**src/flash_cmd_pkg.sv**
```systemverilog
package flash_cmd_pkg;

  localparam int ADDR_W    = 25;  // word address
  localparam int DATA_W    = 16;
  localparam int LEN_W     = 10;  // word count minus one
  localparam int BLOCK_LSB = 17;
  localparam int BUF_DEPTH = 512;
  localparam int BUF_AW    = $clog2(BUF_DEPTH);

  localparam logic [DATA_W-1:0] CMD_BUF_PROG   = 16'h00e9;
  localparam logic [DATA_W-1:0] CMD_CONFIRM    = 16'h00d0;
  localparam logic [DATA_W-1:0] CMD_READ_ARRAY = 16'h00ff;

  // status register layout, low byte is the real status
  typedef struct packed {
    logic [7:0] rsvd_hi;
    logic       ready;      // write state machine ready
    logic       rsvd6;
    logic       erase_err;
    logic       prog_err;
    logic       vpp_err;
    logic       rsvd2;
    logic       lock_err;   // block was locked
    logic       rsvd0;
  } flash_status_t;

  // one word off the dq pins, read as array data or as status
  typedef union packed {
    logic [DATA_W-1:0] raw;
    flash_status_t     status;
  } flash_rd_word_u;

endpackage

```
**src/flash_bus_pkg.sv**
```systemverilog
package flash_bus_pkg;

  // write strobe timing in clocks
  localparam int WE_LOW_CYC  = 3;
  localparam int WE_HIGH_CYC = 2;   // recovery before next cycle

  // oe_n low to data sample
  localparam int RD_ACC_CYC = 4;

  // phase counter has to reach the longest of the above
  localparam int PHASE_W = 3;

  // confirm done to first status read
  localparam int POLL_WAIT_CYC = 20;
  localparam int POLL_CNT_W    = $clog2(POLL_WAIT_CYC);

endpackage

```
**src/flash_bus_if.sv**
```systemverilog
`timescale 1ns/1ps

interface flash_bus_if
  import flash_cmd_pkg::*;
();

  logic              wr_en;
  logic [ADDR_W-1:0] wr_addr;
  logic [DATA_W-1:0] wr_data;
  logic              wr_done;

  logic              rd_en;
  logic [ADDR_W-1:0] rd_addr;
  logic [DATA_W-1:0] rd_data;   // valid with rd_done
  logic              rd_done;

  modport seq (
    output wr_en, wr_addr, wr_data, rd_en, rd_addr,
    input  wr_done, rd_done, rd_data
  );

  modport eng (
    input  wr_en, wr_addr, wr_data, rd_en, rd_addr,
    output wr_done, rd_done, rd_data
  );

endinterface

```
**src/buf_prog_seq.sv**
```systemverilog
`timescale 1ns/1ps

module buf_prog_seq
  import flash_cmd_pkg::*;
  import flash_bus_pkg::*;
(
  input  logic              clk,
  input  logic              rst_n,
  input  logic              prog_en,
  input  logic [ADDR_W-1:0] prog_addr,
  input  logic [LEN_W-1:0]  prog_length,
  output logic              prog_done,
  output logic              prog_busy,
  output logic [7:0]        prog_status,
  output logic              buf_rd_en,
  input  logic [DATA_W-1:0] buf_rd_data,
  input  logic              buf_rd_valid,
  flash_bus_if.seq          bus
);

  // one-hot state bits
  localparam int S_IDLE  = 0;
  localparam int S_SET   = 1;   // 0xE9 to block
  localparam int S_COUNT = 2;
  localparam int S_WORD  = 3;
  localparam int S_CONF  = 4;
  localparam int S_WAIT  = 5;
  localparam int S_STAT  = 6;
  localparam int S_RDARR = 7;

  logic [7:0]            state;
  logic [ADDR_W-1:0]     start_addr;
  logic [ADDR_W-1:0]     blk_addr;
  logic [ADDR_W-1:0]     cur_addr;
  logic [LEN_W-1:0]      len;
  logic [LEN_W-1:0]      word_cnt;
  logic [POLL_CNT_W-1:0] wait_cnt;
  logic                  want;       // a buffer word is still owed
  logic                  last_word;
  flash_rd_word_u        rd_word;

  assign rd_word   = bus.rd_data;
  assign last_word = (word_cnt == len);
  assign prog_busy = !state[S_IDLE];

  // status polls go to the block
  assign bus.rd_addr = blk_addr;

  always_comb
  begin
    bus.wr_addr = start_addr;
    bus.wr_data = CMD_READ_ARRAY;
    case (1'b1)
      state[S_SET]:
      begin
        bus.wr_addr = blk_addr;
        bus.wr_data = CMD_BUF_PROG;
      end
      state[S_COUNT]:
        bus.wr_data = {{(DATA_W - LEN_W){1'b0}}, len};
      state[S_WORD]:
      begin
        bus.wr_addr = cur_addr;
        bus.wr_data = buf_rd_data;   // fifo holds it until the next read
      end
      state[S_CONF]:
        bus.wr_data = CMD_CONFIRM;
      default:
        ;
    endcase
  end

  always_ff @(posedge clk)
  begin
    if (state[S_IDLE] && prog_en)
    begin
      start_addr <= prog_addr;
      blk_addr   <= {prog_addr[ADDR_W-1:BLOCK_LSB], {BLOCK_LSB{1'b0}}};
      len        <= prog_length;
    end
    if (state[S_COUNT] && bus.wr_done)
    begin
      cur_addr <= start_addr;
      word_cnt <= '0;
    end
    else if (state[S_WORD] && bus.wr_done)
    begin
      cur_addr <= cur_addr + 1'b1;
      word_cnt <= word_cnt + 1'b1;
    end
  end

  always_ff @(posedge clk or negedge rst_n)
  begin
    if (!rst_n)
    begin
      state       <= 8'd1 << S_IDLE;
      bus.wr_en   <= 1'b0;
      bus.rd_en   <= 1'b0;
      buf_rd_en   <= 1'b0;
      want        <= 1'b0;
      wait_cnt    <= '0;
      prog_done   <= 1'b0;
      prog_status <= '0;
    end
    else
    begin
      bus.wr_en <= 1'b0;
      bus.rd_en <= 1'b0;
      buf_rd_en <= 1'b0;
      prog_done <= 1'b0;
      case (1'b1)
        state[S_IDLE]:
          if (prog_en)
          begin
            state     <= 8'd1 << S_SET;
            bus.wr_en <= 1'b1;
          end
        state[S_SET]:
          if (bus.wr_done)
          begin
            state     <= 8'd1 << S_COUNT;
            bus.wr_en <= 1'b1;
          end
        state[S_COUNT]:
          if (bus.wr_done)
          begin
            state <= 8'd1 << S_WORD;
            want  <= 1'b1;
          end
        state[S_WORD]:
        begin
          // retry every other cycle while the buffer is empty
          buf_rd_en <= want && !buf_rd_en && !buf_rd_valid;
          if (buf_rd_valid)
          begin
            want      <= 1'b0;
            bus.wr_en <= 1'b1;
          end
          if (bus.wr_done)
          begin
            if (last_word)
            begin
              state     <= 8'd1 << S_CONF;
              bus.wr_en <= 1'b1;
            end
            else
              want <= 1'b1;
          end
        end
        state[S_CONF]:
          if (bus.wr_done)
          begin
            state    <= 8'd1 << S_WAIT;
            wait_cnt <= '0;
          end
        state[S_WAIT]:
          if (wait_cnt == POLL_CNT_W'(POLL_WAIT_CYC - 1))
          begin
            state     <= 8'd1 << S_STAT;
            bus.rd_en <= 1'b1;
          end
          else
            wait_cnt <= wait_cnt + 1'b1;
        state[S_STAT]:
          if (bus.rd_done)
          begin
            if (rd_word.status.ready)
            begin
              prog_status <= rd_word.raw[7:0];
              state       <= 8'd1 << S_RDARR;
              bus.wr_en   <= 1'b1;
            end
            else
              bus.rd_en <= 1'b1;   // poll again
          end
        state[S_RDARR]:
          if (bus.wr_done)
          begin
            state     <= 8'd1 << S_IDLE;
            prog_done <= 1'b1;
          end
        default:
          state <= 8'd1 << S_IDLE;
      endcase
    end
  end

endmodule

```
**src/flat_wrapper.sv**
```systemverilog
// flat-port wrapper written by rule: the top's interface ports become plain ports
module buf_prog_seq_flat import flash_cmd_pkg::*; import flash_bus_pkg::*;
  (clk, rst_n, prog_en, prog_addr, prog_length, prog_done, prog_busy, prog_status, buf_rd_en, buf_rd_data, buf_rd_valid, bus_wr_en, bus_wr_addr, bus_wr_data, bus_rd_en, bus_rd_addr, bus_wr_done, bus_rd_done, bus_rd_data);
  flash_bus_if bus_i ();
  input  logic clk;
  input  logic rst_n;
  input  logic prog_en;
  input  logic [ADDR_W-1:0] prog_addr;
  input  logic [LEN_W-1:0] prog_length;
  output logic prog_done;
  output logic prog_busy;
  output logic [7:0] prog_status;
  output logic buf_rd_en;
  input  logic [DATA_W-1:0] buf_rd_data;
  input  logic buf_rd_valid;
  output wire logic [$bits(bus_i.wr_en)-1:0] bus_wr_en;
  output wire logic [$bits(bus_i.wr_addr)-1:0] bus_wr_addr;
  output wire logic [$bits(bus_i.wr_data)-1:0] bus_wr_data;
  output wire logic [$bits(bus_i.rd_en)-1:0] bus_rd_en;
  output wire logic [$bits(bus_i.rd_addr)-1:0] bus_rd_addr;
  input wire logic [$bits(bus_i.wr_done)-1:0] bus_wr_done;
  input wire logic [$bits(bus_i.rd_done)-1:0] bus_rd_done;
  input wire logic [$bits(bus_i.rd_data)-1:0] bus_rd_data;
  assign bus_wr_en = bus_i.wr_en;
  assign bus_wr_addr = bus_i.wr_addr;
  assign bus_wr_data = bus_i.wr_data;
  assign bus_rd_en = bus_i.rd_en;
  assign bus_rd_addr = bus_i.rd_addr;
  assign bus_i.wr_done = bus_wr_done;
  assign bus_i.rd_done = bus_rd_done;
  assign bus_i.rd_data = bus_rd_data;
  buf_prog_seq u_core (.clk(clk), .rst_n(rst_n), .prog_en(prog_en), .prog_addr(prog_addr), .prog_length(prog_length), .prog_done(prog_done), .prog_busy(prog_busy), .prog_status(prog_status), .buf_rd_en(buf_rd_en), .buf_rd_data(buf_rd_data), .buf_rd_valid(buf_rd_valid), .bus(bus_i));
endmodule
```
**config.mk**
```make
export PLATFORM = sky130hd
export DESIGN_NAME = buf_prog_seq_flat
export DESIGN_NICKNAME = d
export VERILOG_FILES = /design/src/flash_cmd_pkg.sv /design/src/flash_bus_pkg.sv /design/src/flash_bus_if.sv /design/src/buf_prog_seq.sv /design/src/flat_wrapper.sv
export SDC_FILE = /design/constraint.sdc
export NUM_CORES = 1
export LEC_CHECK = 0
export BUFFER_PORTS_ARGS = -buffer_cell sky130_fd_sc_hd__buf_4
export CAP_MARGIN = 20
export CORE_MARGIN = 3
export CORE_UTILIZATION = 56
export CTS_CLUSTER_SIZE = 12
export DETAILED_ROUTE_END_ITERATION = 12
export PLACE_DENSITY_LB_ADDON = 0.3
export SYNTH_ARGS = -nofsm -noshare
export SYNTH_HDL_FRONTEND = slang
export SYNTH_SLANG_ARGS = --single-unit
export TNS_END_PERCENT = 10
```
**constraint.sdc**
```tcl
create_clock -name clk -period 4.55 [get_ports clk]
set_input_delay 1.1375 -clock clk [delete_from_list [all_inputs] [get_ports clk]]
set_output_delay 1.1375 -clock clk [all_outputs]
set_load 0.02 [all_outputs]
```
==> out/qor.txt <==
status -> complete, no violations
total global routing overflow -> 0
internal power -> 2.15 mW
HPWL Detailed -> 8330 um
Required @ worst endpoint -> 3.41 ns
final-report max-slew violation count -> 0
Post-Syn Instances -> 507
die footprint -> 0.0102 mm^2
vias -> 4140
FILL cells -> 664
setup TNS -> 0 ns
Die Ht -> 101 um
crit path capture type -> primary output
asr flop ratio synth -> 27.1%
H-tree Lvls -> 3
routed len/inst -> 16.3 um
initial core utilization -> 57.9%
synth warn -> 0
CP Data Arrival Time -> 2.74 ns
initial antenna violation count -> 0
core footprint -> 0.00876 mm^2
unrepaired setup endpoints after global routing -> false
Final nets -> 694
CP startpoint kind -> flop
Setup-failing EPs final -> 0
Net Sw Power -> 1.53 mW
Sink Count -> 96
Worst-path clk slew -> 0.10 ns
pwr/cell area -> 592 mW/mm^2
synth unique cells -> 51
Gate power share -> 44.6%
antenna cells -> 0
Post-route DRC -> 0
CTS root buffer -> clkbuf_8
peak supply drop -> 0.380 mV
CTS max path bufs -> 2
port bufs -> 126
max cap viols -> 0
clock latency on the worst-skew pair -> 0.37 ns
I/O pins -> 152
register area share after synthesis -> 52.3%
area of the multi-input gates -> 0.00217 mm^2
drt via density -> 5.66
total track usage -> 23.2%
kind of critical path -> reg -> out
Avg Cell Area, Syn -> 10.0 um^2
CTS tree -> done
max_slew headroom -> 34.6%
Yosys reg bits -> 96
Netlist Area Pre-Place -> 0.00508 mm^2
placer's final routability congestion estimate -> 0.874
Post-synth EDFFs -> 60
initial DRC count -> 201
Switching Fraction -> 41.5%
CP Max Fanout -> 22
first-pass GRT wire length -> 18900 um
dpl cells -> 714
post-route cell area -> 0.00621 mm^2
Die Wd -> 101 um
fmax -> 258 MHz
vias in the first global route -> 4055
Post-DRT Antenna Nets -> 0
Post-synth top flop -> edfxtp_1
share of cells above drive strength 1 -> 28.1%
worst slew pin tran -> 0.980 ns
Non-Filler Instances -> 731
power share of the clock group -> 16.4%
drt total wl -> 11900 um
Resized cells post-CTS -> 0
DRT Pass-1 Iters -> 5
leakage power -> 2.60 nW
Tot Pwr -> 3.68 mW
Hold Vio Cnt, Final -> 0
placed instance area -> 0.00599 mm^2
post-layout min period -> 3.88 ns
Area growth syn-to-layout -> 22.4%
Reg area -> 0.00265 mm^2
Post-CTS Setup Inserts -> 0
Reg power frac -> 39.0%
reg-to-reg setup timing slack -> 2.22 ns
hold buffers post-CTS -> 0
Hold/Removal Path Class -> reg -> reg
Rows -> 34
largest net degree at the start of global routing -> 47
CTS buffer count -> 9
final cycle utilization of the critical path -> 85.3%
clock skew -> 0.0143 ns
-- cell families after synthesis --
logic type	synth area share, %
AOI/OAI and AO/OA	10.8
and+or+nand+nor	18.9
xor gates and xnor gates	7.42
adders and majority gates	0.740
DFF	52.3
other	0.0739
muxes	3.55
buffers and inverters	6.24
-- registers in the layout (all words and copies together), names as in the netlist --
register,cells
u_core.word_cnt,10
u_core.state,8
u_core.bus.wr_en,1
u_core.wait_cnt,5
u_core.want,1
u_core.bus.rd_en,1
u_core.buf_rd_en,1
u_core.prog_status,8
u_core.len,10
u_core.prog_done,1
u_core.start_addr,25
u_core.cur_addr,25
-- synthesized netlist by cell type (2+ instances only) --
master | number | share of area, %
nand2_1 | 81 | 6.0
nor2_1 | 40 | 3.0
o31ai_1 | 3 | 0.44
xnor2_1 | 25 | 4.3
dfrtp_1 | 25 | 12
a21o_1 | 3 | 0.44
a31oi_1 | 2 | 0.25
edfxtp_1 | 60 | 35
clkbuf_1 | 19 | 1.4
xor2_1 | 18 | 3.1
a22oi_1 | 2 | 0.30
o22ai_1 | 6 | 0.74
nor3_1 | 6 | 0.59
and4_1 | 3 | 0.52
mux2_2 | 16 | 3.5
a32o_1 | 3 | 0.59
nand2b_1 | 5 | 0.62
inv_1 | 10 | 0.74
ha_1 | 3 | 0.74
nor4_1 | 7 | 0.86
a2111oi_0 | 2 | 0.35
buf_1 | 3 | 0.22
nor2b_1 | 2 | 0.25
nand4_1 | 11 | 1.4
and3_1 | 9 | 1.1
a21oi_1 | 32 | 3.2
nand3_1 | 10 | 0.99
dfxtp_1 | 10 | 3.9
o21bai_1 | 3 | 0.44
o21ai_0 | 29 | 2.9
and2_1 | 10 | 1.2
buf_4 | 25 | 3.7
nor4b_1 | 3 | 0.52
a211oi_1 | 4 | 0.59
-- placed cells by master (no fill, tap or decap), types with 3 or more instances in the layout --
cell type	count
a211oi_1	4
a21o_1	3
a21oi_1	32
a32o_1	3
and2_1	9
and3_1	9
and4_1	3
buf_4	131
clkbuf_8	9
conb_1	17
dfrtp_1	25
dfxtp_1	10
edfxtp_1	60
ha_1	3
inv_1	10
mux2_2	16
nand2_1	81
nand2b_1	5
nand3_1	10
nand4_1	11
nor2_1	39
nor3_1	6
nor4_1	7
nor4b_1	3
o21ai_0	29
o21bai_1	3
o22ai_1	6
o31ai_1	3
xnor2_1	25
xor2_1	18
-- critical path, stage by stage, from the launching register on --
cell      delay [ns]
dfrtp_1         0.81
clkinv_1        0.48
nand2_1         0.21
buf_4           0.31
nand2_1         0.11
a21oi_1         0.26
buf_4           0.19
-- final cells by class --
| class | instances | share of cell area [%] |
|---|---|---|
| multi-input cells | 368 | 35.0 |
| flip-flops and latches | 96 | 42.7 |
| clock inverters | 5 | 0.785 |
| inverters | 11 | 0.665 |
| well taps | 108 | 2.17 |
| repair buffers | 132 | 15.9 |
| clock buffers | 11 | 2.80 |
-- power groups by stage --
stage	logic, mW	registers [mW]	clock network [mW]
after floorplan	1.09	1.39	0
after detailed placement	1.64	1.44	0
final	1.64	1.43	0.603
after global placement	1.61	1.43	0
after CTS	1.65	1.43	0.613
after global routing	1.78	1.47	0.646
-- path summary, 6_finish.rpt --
check | startpoint | to | depth (start not counted)
setup / recovery | u_core.state[2] | bus_wr_addr[1] | 6
hold / removal | u_core.buf_rd_en | u_core.buf_rd_en | 1
setup reg to reg | u_core.state[2] | u_core.cur_addr[8] | 4
hold reg to reg | u_core.buf_rd_en | u_core.buf_rd_en | 1
max in group asynchronous | rst_n | u_core.state[0] | 1
min in group asynchronous | rst_n | u_core.prog_status[4] | 1
-- per-stage QoR --
stage | utilization [%] | setup WS (ns) | hold slack (ns)
after floorplan | - | 1.79 | 0.472
after detailed placement | 68.3 | 1.11 | 0.445
after CTS | 70.8 | 0.686 | 0.468
final | 70.9 | 0.670 | 0.461
after global routing | 70.9 | 0.515 | 0.494
after global placement | 68.3 | 1.19 | 0.427
-- layer usage --
| layer | part of all wire, % | GRT usage (%) | routed length (um) |
|---|---|---|---|
| met1 | 41 | 28.9 | 4830 |
| met5 | 0 | 0 | 0 |
| met4 | 2.3 | 8.79 | 275 |
| met3 | 6.5 | 4.61 | 778 |
| met2 | 51 | 39.9 | 6010 |
No activity file was read; power rests on OpenSTA's default activity.
