File: config.mk
export PLATFORM = sky130hd
export DESIGN_NAME = flash_bus_engine_flat
export DESIGN_NICKNAME = d
export VERILOG_FILES = /design/src/flash_cmd_pkg.sv /design/src/flash_bus_pkg.sv /design/src/flash_bus_if.sv /design/src/flash_bus_engine.sv /design/src/flat_wrapper.sv
export SDC_FILE = /design/constraint.sdc
export NUM_CORES = 1
export LEC_CHECK = 0
export ABC_CLOCK_PERIOD_IN_PS = 2750
export BUFFER_PORTS_ARGS = -buffer_cell sky130_fd_sc_hd__buf_2
export CELL_PAD_IN_SITES_DETAIL_PLACEMENT = 1
export CELL_PAD_IN_SITES_GLOBAL_PLACEMENT = 1
export CORE_MARGIN = 2
export CORE_UTILIZATION = 35
export CTS_CLUSTER_DIAMETER = 200
export DETAILED_ROUTE_END_ITERATION = 16
export PLACE_DENSITY_LB_ADDON = 0.3
export RECOVER_POWER = 100
export SLEW_MARGIN = 20
export SYNTH_ARGS = -nofsm -noshare
export SYNTH_HDL_FRONTEND = slang
export SYNTH_SLANG_ARGS = --single-unit
File: constraint.sdc
create_clock -name clk -period 2.75 [get_ports clk]
set_clock_uncertainty 0.15 [all_clocks]
set_input_delay 0.4125 -clock clk [delete_from_list [all_inputs] [get_ports clk]]
set_output_delay 0.4125 -clock clk [all_outputs]
set_load 0.02 [all_outputs]
File: src/flash_cmd_pkg.sv
package flash_cmd_pkg;

  localparam int ADDR_W    = 25;  // word address
  localparam int DATA_W    = 16;
  localparam int LEN_W     = 10;  // word count minus one
  localparam int BLOCK_LSB = 17;
  localparam int BUF_DEPTH = 512;
  localparam int BUF_AW    = $clog2(BUF_DEPTH);

  localparam logic [DATA_W-1:0] CMD_BUF_PROG   = 16'h00e9;
  localparam logic [DATA_W-1:0] CMD_CONFIRM    = 16'h00d0;
  localparam logic [DATA_W-1:0] CMD_READ_ARRAY = 16'h00ff;

  // status register layout, low byte is the real status
  typedef struct packed {
    logic [7:0] rsvd_hi;
    logic       ready;      // write state machine ready
    logic       rsvd6;
    logic       erase_err;
    logic       prog_err;
    logic       vpp_err;
    logic       rsvd2;
    logic       lock_err;   // block was locked
    logic       rsvd0;
  } flash_status_t;

  // one word off the dq pins, read as array data or as status
  typedef union packed {
    logic [DATA_W-1:0] raw;
    flash_status_t     status;
  } flash_rd_word_u;

endpackage

File: src/flash_bus_pkg.sv
package flash_bus_pkg;

  // write strobe timing in clocks
  localparam int WE_LOW_CYC  = 3;
  localparam int WE_HIGH_CYC = 2;   // recovery before next cycle

  // oe_n low to data sample
  localparam int RD_ACC_CYC = 4;

  // phase counter has to reach the longest of the above
  localparam int PHASE_W = 3;

  // confirm done to first status read
  localparam int POLL_WAIT_CYC = 20;
  localparam int POLL_CNT_W    = $clog2(POLL_WAIT_CYC);

endpackage

File: src/flash_bus_if.sv
`timescale 1ns/1ps

interface flash_bus_if
  import flash_cmd_pkg::*;
();

  logic              wr_en;
  logic [ADDR_W-1:0] wr_addr;
  logic [DATA_W-1:0] wr_data;
  logic              wr_done;

  logic              rd_en;
  logic [ADDR_W-1:0] rd_addr;
  logic [DATA_W-1:0] rd_data;   // valid with rd_done
  logic              rd_done;

  modport seq (
    output wr_en, wr_addr, wr_data, rd_en, rd_addr,
    input  wr_done, rd_done, rd_data
  );

  modport eng (
    input  wr_en, wr_addr, wr_data, rd_en, rd_addr,
    output wr_done, rd_done, rd_data
  );

endinterface

File: src/flash_bus_engine.sv
`timescale 1ns/1ps

module flash_bus_engine
  import flash_cmd_pkg::*;
  import flash_bus_pkg::*;
(
  input  logic              clk,
  input  logic              rst_n,
  flash_bus_if.eng          bus,
  output logic [ADDR_W-1:0] flash_addr,
  output logic [DATA_W-1:0] flash_dq_out,
  output logic              flash_dq_oe,
  input  logic [DATA_W-1:0] flash_dq_in,
  output logic              flash_ce_n,
  output logic              flash_we_n,
  output logic              flash_oe_n
);

  logic               wr_act;
  logic               rd_act;
  logic               tail;     // recovery part of the cycle
  logic [PHASE_W-1:0] phase;
  logic               idle;
  logic               rd_sample;

  assign idle      = !wr_act && !rd_act;
  assign rd_sample = rd_act && !tail && (phase == PHASE_W'(RD_ACC_CYC - 1));

  always_ff @(posedge clk)
  begin
    if (idle && bus.wr_en)
    begin
      flash_addr   <= bus.wr_addr;
      flash_dq_out <= bus.wr_data;
    end
    else if (idle && bus.rd_en)
      flash_addr <= bus.rd_addr;
    if (rd_sample)
      bus.rd_data <= flash_dq_in;
  end

  always_ff @(posedge clk or negedge rst_n)
  begin
    if (!rst_n)
    begin
      wr_act      <= 1'b0;
      rd_act      <= 1'b0;
      tail        <= 1'b0;
      phase       <= '0;
      flash_ce_n  <= 1'b1;
      flash_we_n  <= 1'b1;
      flash_oe_n  <= 1'b1;
      flash_dq_oe <= 1'b0;
      bus.wr_done <= 1'b0;
      bus.rd_done <= 1'b0;
    end
    else
    begin
      bus.wr_done <= 1'b0;
      bus.rd_done <= 1'b0;
      if (idle)
      begin
        tail  <= 1'b0;
        phase <= '0;
        if (bus.wr_en)
        begin
          wr_act      <= 1'b1;
          flash_ce_n  <= 1'b0;
          flash_we_n  <= 1'b0;
          flash_dq_oe <= 1'b1;
        end
        else if (bus.rd_en)
        begin
          rd_act     <= 1'b1;
          flash_ce_n <= 1'b0;
          flash_oe_n <= 1'b0;
        end
      end
      else if (wr_act)
      begin
        phase <= phase + 1'b1;
        if (!tail && phase == PHASE_W'(WE_LOW_CYC - 1))
        begin
          flash_we_n <= 1'b1;   // flash latches data here
          tail       <= 1'b1;
          phase      <= '0;
        end
        if (tail && phase == '0)
        begin
          flash_ce_n  <= 1'b1;  // data held one clock past we_n
          flash_dq_oe <= 1'b0;
        end
        if (tail && phase == PHASE_W'(WE_HIGH_CYC - 1))
        begin
          wr_act      <= 1'b0;
          bus.wr_done <= 1'b1;
        end
      end
      else if (!tail)
      begin
        phase <= phase + 1'b1;
        if (rd_sample)
        begin
          flash_ce_n <= 1'b1;
          flash_oe_n <= 1'b1;
          tail       <= 1'b1;
        end
      end
      else
      begin
        rd_act      <= 1'b0;    // bus turnaround clock
        bus.rd_done <= 1'b1;
      end
    end
  end

endmodule

File: src/flat_wrapper.sv
// flat-port wrapper written by rule: the top's interface ports become plain ports
module flash_bus_engine_flat import flash_cmd_pkg::*; import flash_bus_pkg::*;
  (clk, rst_n, flash_addr, flash_dq_out, flash_dq_oe, flash_dq_in, flash_ce_n, flash_we_n, flash_oe_n, bus_wr_en, bus_wr_addr, bus_wr_data, bus_rd_en, bus_rd_addr, bus_wr_done, bus_rd_done, bus_rd_data);
  flash_bus_if bus_i ();
  input  logic clk;
  input  logic rst_n;
  output logic [ADDR_W-1:0] flash_addr;
  output logic [DATA_W-1:0] flash_dq_out;
  output logic flash_dq_oe;
  input  logic [DATA_W-1:0] flash_dq_in;
  output logic flash_ce_n;
  output logic flash_we_n;
  output logic flash_oe_n;
  input wire logic [$bits(bus_i.wr_en)-1:0] bus_wr_en;
  input wire logic [$bits(bus_i.wr_addr)-1:0] bus_wr_addr;
  input wire logic [$bits(bus_i.wr_data)-1:0] bus_wr_data;
  input wire logic [$bits(bus_i.rd_en)-1:0] bus_rd_en;
  input wire logic [$bits(bus_i.rd_addr)-1:0] bus_rd_addr;
  output wire logic [$bits(bus_i.wr_done)-1:0] bus_wr_done;
  output wire logic [$bits(bus_i.rd_done)-1:0] bus_rd_done;
  output wire logic [$bits(bus_i.rd_data)-1:0] bus_rd_data;
  assign bus_i.wr_en = bus_wr_en;
  assign bus_i.wr_addr = bus_wr_addr;
  assign bus_i.wr_data = bus_wr_data;
  assign bus_i.rd_en = bus_rd_en;
  assign bus_i.rd_addr = bus_rd_addr;
  assign bus_wr_done = bus_i.wr_done;
  assign bus_rd_done = bus_i.rd_done;
  assign bus_rd_data = bus_i.rd_data;
  flash_bus_engine u_core (.clk(clk), .rst_n(rst_n), .bus(bus_i), .flash_addr(flash_addr), .flash_dq_out(flash_dq_out), .flash_dq_oe(flash_dq_oe), .flash_dq_in(flash_dq_in), .flash_ce_n(flash_ce_n), .flash_we_n(flash_we_n), .flash_oe_n(flash_oe_n));
endmodule
==> flow_metrics.env, run 1 <==
export IMPL_viasPerCell=4.37
export IMPL_numCtsBuffers=9
export IMPL_row_count=32
export IMPL_grt_overflow_total=0
export IMPL_syn_area_um2=2720
export IMPL_antenna_found_initial=0
export IMPL_netlist_instances=142
export IMPL_yosysUniqueCellTypes=28
export IMPL_grt_pass1_vias=1851
export IMPL_end_kind="flop"
export IMPL_cts_sinks=69
export IMPL_grt_pass1_wl_um=9500
export IMPL_drcViolationCount=0
export IMPL_crit_required_ns=2.58
export IMPL_die_area_um2=8490
export IMPL_cts_max_path_buffers=2
export IMPL_cap_viol_max_count=0
export IMPL_antenna_cells=0
export IMPL_tritoncts="built"
export IMPL_root_buffer="clkbuf_8"
export IMPL_slew_headroom=0.424
export IMPL_die_h_um=92.2
export IMPL_final_common_cell="buf_2"
export IMPL_grt_usage=0.148
export IMPL_seq_area_frac_synth=0.741
export IMPL_power_leakage_uw=0.00140
export IMPL_grt_max_degree=27
export IMPL_tightest_slew_ns=0.864
export IMPL_dp_hpwl_um=4810
export IMPL_syn_nets=233
export IMPL_ys_warn_count=0
export IMPL_vias=1784
export IMPL_ant_nets=0
export IMPL_drt_pass1_iterations=4
export IMPL_fmax_mhz=469
export IMPL_p_total_uw=3110
export IMPL_die_x_um=92.2
export IMPL_worstPathArrival_ns=1.96
export IMPL_avgSynthCellArea_um2=19.2
export IMPL_period_needed_ns=2.13
export IMPL_start_util=0.358
export IMPL_synth_seq_cells=69
export IMPL_finalSetupViolations=0
export IMPL_clock_latency_ns=0.33
export IMPL_pin_count=149
export IMPL_finalCritPeriodShare=0.775
export IMPL_areaGrowthSynthToFinish_pct=31.2
export IMPL_yosysTopAreaCellShare=0.629
export IMPL_nNetsFinal=392
export IMPL_totalWireLength_um=6410
export IMPL_ys_top_cells_by_area="edfxtp_1 (63%), mux2_4 (9.4%), dfrtp_1 (8.3%), mux2_2 (3.7%), dfstp_2 (2.9%)"
export IMPL_hold_violations=0
export IMPL_drive_gt1_frac=0.373
export IMPL_fill_cells=839
export IMPL_synth_area_leader_cell="edfxtp_1"
export IMPL_drtIter0Drc=57
export IMPL_slew_violations=0
export IMPL_post_cts_resized=0
export IMPL_path_max_fanout=26
export IMPL_synth_edf_count=57
export IMPL_ys_flop_type="edfxtp_1"
export IMPL_vdd_ir_drop_max_mv=0.544
export IMPL_coreArea_um2=7610
export IMPL_critPathKind="flop to flop"
export IMPL_status="complete, no violations"
export IMPL_wl_per_cell_um=15.7
export IMPL_htreeDepth=3
export IMPL_place_gp_congestion=0.739
export IMPL_rsz0062_at_grt="no"
export IMPL_async_flop_share=0.174
export IMPL_setup_tns_ns=0
export IMPL_hold_path_class="primary input to flop"
export IMPL_power_density_nw_per_um2=872
export IMPL_port_buffers=148
export IMPL_clkSlewWorstSetupHoldPaths_ns=0.08
export IMPL_final_cell_mix="buf_2 (84), clkbuf_1 (66), edfxtp_1 (57)"
export IMPL_start_kind="flop"
==> power by group <==
| group | total [uW] | internal (uW) | switching, uW |
|---|---|---|---|
| sequential | 1530 | 1420 | 107 |
| combinational | 874 | 299 | 574 |
| clock | 707 | 324 | 383 |
==> worst paths after layout <==
kind,start,end,slack (ns),depth (start not counted)
min in group asynchronous,rst_n,u_core.wr_act$_DFFE_PN0P_,0.48,2
worst min-delay path,bus_wr_data[0],u_core.flash_dq_out[0]$_DFFE_PP_,0.1,1
worst min register to register,u_core.flash_we_n$_DFFE_PN1P_,u_core.flash_we_n$_DFFE_PN1P_,0.36,2
max in group asynchronous,rst_n,u_core.rd_act$_DFFE_PN0P_,1.52,2
worst max-delay path,u_core.wr_act$_DFFE_PN0P_,u_core.flash_dq_out[1]$_DFFE_PP_,0.62,3
worst max register to register,u_core.wr_act$_DFFE_PN0P_,u_core.flash_dq_out[1]$_DFFE_PP_,0.62,3
==> layout make-up <==
type	instances	area, um^2	area share
flip-flops and latches	69	2020	0.565
repair buffers	152	684	0.192
multi-input cells	63	552	0.155
clock buffers	10	128	0.0358
well taps	102	128	0.0358
clock inverters	6	40.0	0.0112
inverters	6	22.5	0.00631
==> metrics by stage <==
step	util	instances	setup WS (ns)	hold WS [ns]	area, um^2
floorplan	-	142	0.798	-0.0331	2720
global placement	0.467	391	0.842	0.156	3550
detailed placement	0.467	391	0.806	0.158	3550
CTS	0.490	408	0.798	0.0840	3730
global route	0.469	408	0.420	0.0782	3570
finish	0.469	408	0.619	0.0990	3570
==> cell usage after synthesis, types with 3 or more instances <==
cell	instances
a21oi_1	4
dfrtp_1	9
dfstp_2	3
mux2_2	9
nand2_1	4
nor2_1	6
mux2_4	17
ha_1	5
inv_1	6
edfxtp_1	57
==> sequential cells by signal, summed over array words and instances, names as in the netlist <==
| signal | count |
|---|---|
| u_core.bus.rd_data | 16 |
| u_core.bus.rd_done | 1 |
| u_core.bus.wr_done | 1 |
| u_core.flash_addr | 25 |
| u_core.flash_ce_n | 1 |
| u_core.flash_dq_oe | 1 |
| u_core.flash_dq_out | 16 |
| u_core.flash_oe_n | 1 |
| u_core.flash_we_n | 1 |
| u_core.phase | 3 |
| u_core.rd_act | 1 |
| u_core.tail | 1 |
| u_core.wr_act | 1 |
==> critical path, stage by stage, from the launching register on <==
cell and delay (ns):
dfrtp_1 0.46, nor2_1 0.26, and2_4 0.43, clkbuf_2 0.47
==> cells by family after synthesis <==
kind of cell,count (synthesis),share of synthesized area
flops,69,0.741
mux,26,0.131
simple gates,19,0.0423
compound gates,13,0.0327
buf+inv,10,0.0299
fa+ha+maj,5,0.0230
==> routing by layer <==
metal,GRT usage,wire (um),up-vias
met5,0,0,-
met4,0.0448,34,0
met3,0.0444,367,2
met2,0.262,3390,68
met1,0.173,2610,864
li1,-,-,850
==> timing repair <==
action,4_1_cts,5_1_grt
buffers inserted,0,0
hold endpoints to repair,9,0
hold buffers,1,0
(Power assumes the default switching activity.)
==> run 2, diff against run 1 <==
- ABC_CLOCK_PERIOD_IN_PS: 2750 -> 2200
- clock period: 2.75 -> 2.2 ns (I/O delays scaled with it)
==> run 2 against run 1 <==
  * Total power increased by 35%
  * Highest routed layer unchanged
  * Largest power group unchanged
  * Final cell count is 5.1% higher
  * Sequential cell count stayed put
  * Final area up 7.2%
  * Critical path type unchanged
  * Register-to-register slack got worse by 0.30 ns
  * Fmax increased by 13%
  * Clock power increased by 60%
  * Worst setup slack got worse by 0.30 ns
  * Critical path depth unchanged
  * First-iteration DRC count grew 19%
  * Via count grew 5.8%
==> flow_metrics.env, run 2 (synthesis results as in run 1) <==
export IMPL_slew_headroom=0.541
export IMPL_antenna_cells=0
export IMPL_die_area_um2=8490
export IMPL_vdd_ir_drop_max_mv=0.733
export IMPL_worstPathArrival_ns=1.71
export IMPL_hold_path_class="primary input to flop"
export IMPL_root_buffer="clkbuf_8"
export IMPL_drt_pass1_iterations=4
export IMPL_crit_buf_inv=1
export IMPL_hold_violations=0
export IMPL_drive_gt1_frac=0.352
export IMPL_cts_max_path_buffers=2
export IMPL_status="complete, no violations"
export IMPL_final_common_cell="buf_2"
export IMPL_areaGrowthSynthToFinish_pct=40.7
export IMPL_stdcell_area_um2=3830
export IMPL_grt_pass1_vias=2027
export IMPL_largest_reg_flops=25
export IMPL_place_gp_congestion=0.762
export IMPL_top_register="u_core.flash_addr"
export IMPL_power_leakage_uw=0.00153
export IMPL_antenna_found_initial=0
export IMPL_die_h_um=92.2
export IMPL_fin_cells=429
export IMPL_placed_cell_area_um2=3560
export IMPL_rsz0062_at_grt="no"
export IMPL_die_x_um=92.2
export IMPL_htreeDepth=3
export IMPL_nNetsFinal=413
export IMPL_path_max_fanout=25
export IMPL_port_buffers=148
export IMPL_crit_required_ns=2.03
export IMPL_ctsHoldBuffers=18
export IMPL_ant_nets=0
export IMPL_clock_latency_ns=0.34
export IMPL_cts_sinks=69
export IMPL_coreArea_um2=7610
export IMPL_grt_usage=0.162
export IMPL_tritoncts="built"
export IMPL_setup_tns_ns=0
export IMPL_drtIter0Drc=68
export IMPL_finalSetupViolations=0
export IMPL_fmax_mhz=532
export IMPL_dp_hpwl_um=4950
export IMPL_place_ws_ns=0.349
export IMPL_tightest_slew_ns=0.689
export IMPL_start_kind="flop"
export IMPL_numCtsBuffers=9
export IMPL_cp_top_family="buffers and inverters"
export IMPL_end_kind="flop"
export IMPL_vias=1888
export IMPL_pin_count=149
export IMPL_cpPeakStageDelay_ns=0.53
export IMPL_reg_top3="u_core.flash_addr (25), u_core.bus.rd_data (16), u_core.flash_dq_out (16)"
export IMPL_fin_ws_ns=0.320
export IMPL_post_cts_setup_buffers=0
export IMPL_post_cts_resized=0
export IMPL_totalWireLength_um=6950
export IMPL_cap_viol_max_count=0
export IMPL_grt_overflow_total=0
export IMPL_fin_hold_ws_ns=0.0118
export IMPL_wl_per_cell_um=16.2
export IMPL_grt_pass1_wl_um=10200
export IMPL_place_inst=392
export IMPL_period_needed_ns=1.88
export IMPL_slew_violations=0
export IMPL_crit_slowest_cell="clkbuf_2"
export IMPL_row_count=32
export IMPL_final_cell_mix="buf_2 (83), clkbuf_1 (66), edfxtp_1 (57)"
export IMPL_viasPerCell=4.40
export IMPL_drcViolationCount=0
export IMPL_crit_chain="nor2_1, o21a_1, clkbuf_2"
export IMPL_start_util=0.358
export IMPL_finalCritPeriodShare=0.855
export IMPL_critPathKind="flop to flop"
export IMPL_power_density_nw_per_um2=1090
export IMPL_clkSlewWorstSetupHoldPaths_ns=0.08
export IMPL_grt_max_degree=27
## run 2: changes by cell type in the layout (fill, tap and decap cells not counted)
| cell | change |
|---|---|
| mux2_1 | -1 |
| bufinv_16 | +2 |
| buf_2 | -1 |
| dlygate4sd3_1 | +20 |
| clkinv_4 | +1 |
| clkinvlp_4 | -3 |
| clkinv_1 | +1 |
| mux2_4 | +1 |
| buf_4 | +1 |
## run 2: final timing paths
kind                                               start                              end  slack (ns)  depth (start not counted)
min                                       flash_dq_in[7]  u_core.bus.rd_data[7]$_DFFE_PP_        0.01                          1
max reg2reg                    u_core.rd_act$_DFFE_PN0P_   u_core.flash_addr[9]$_DFFE_PP_        0.32                          3
max                            u_core.rd_act$_DFFE_PN0P_   u_core.flash_addr[9]$_DFFE_PP_        0.32                          3
max in group asynchronous                          rst_n      u_core.phase[2]$_DFFE_PN0P_        1.08                          2
min reg2reg                u_core.flash_we_n$_DFFE_PN1P_    u_core.flash_we_n$_DFFE_PN1P_        0.36                          2
min in group asynchronous                          rst_n   u_core.flash_dq_oe$_DFFE_PN0P_        0.38                          2
## run 2: power breakdown
group	switching (uW)	internal, uW	total (uW)	leakage, uW
registers	119	1780	1900	0.000666
clock network	497	633	1130	0.000108
logic	751	410	1160	0.000752
total	1370	2820	4190	0.00153
## run 2: per-layer routing
layer / share of wire / vias up / global-route usage
met5: 0 / - / 0
met4: 0.026 / 0 / 0.0908
met3: 0.055 / 14 / 0.0419
met2: 0.55 / 68 / 0.299
met1: 0.37 / 914 / 0.166
li1: - / 892 / -
## run 2: layout make-up
type                            count  area (um^2)
Clock buffer                        9          124
Clock inverter                      7         90.1
Fill cell                         855         3780
Inverter                            6         22.5
Multi-Input combinational cell     63          556
Sequential cell                    69         2020
Tap cell                          102          128
Timing Repair Buffer              173          891
## run 2: through the flow
stage	total power, uW	utilization
detailed placement	3220	0.468
floorplan	2810	-
global route	4400	0.503
global placement	3180	0.468
CTS	4370	0.520
finish	4190	0.503
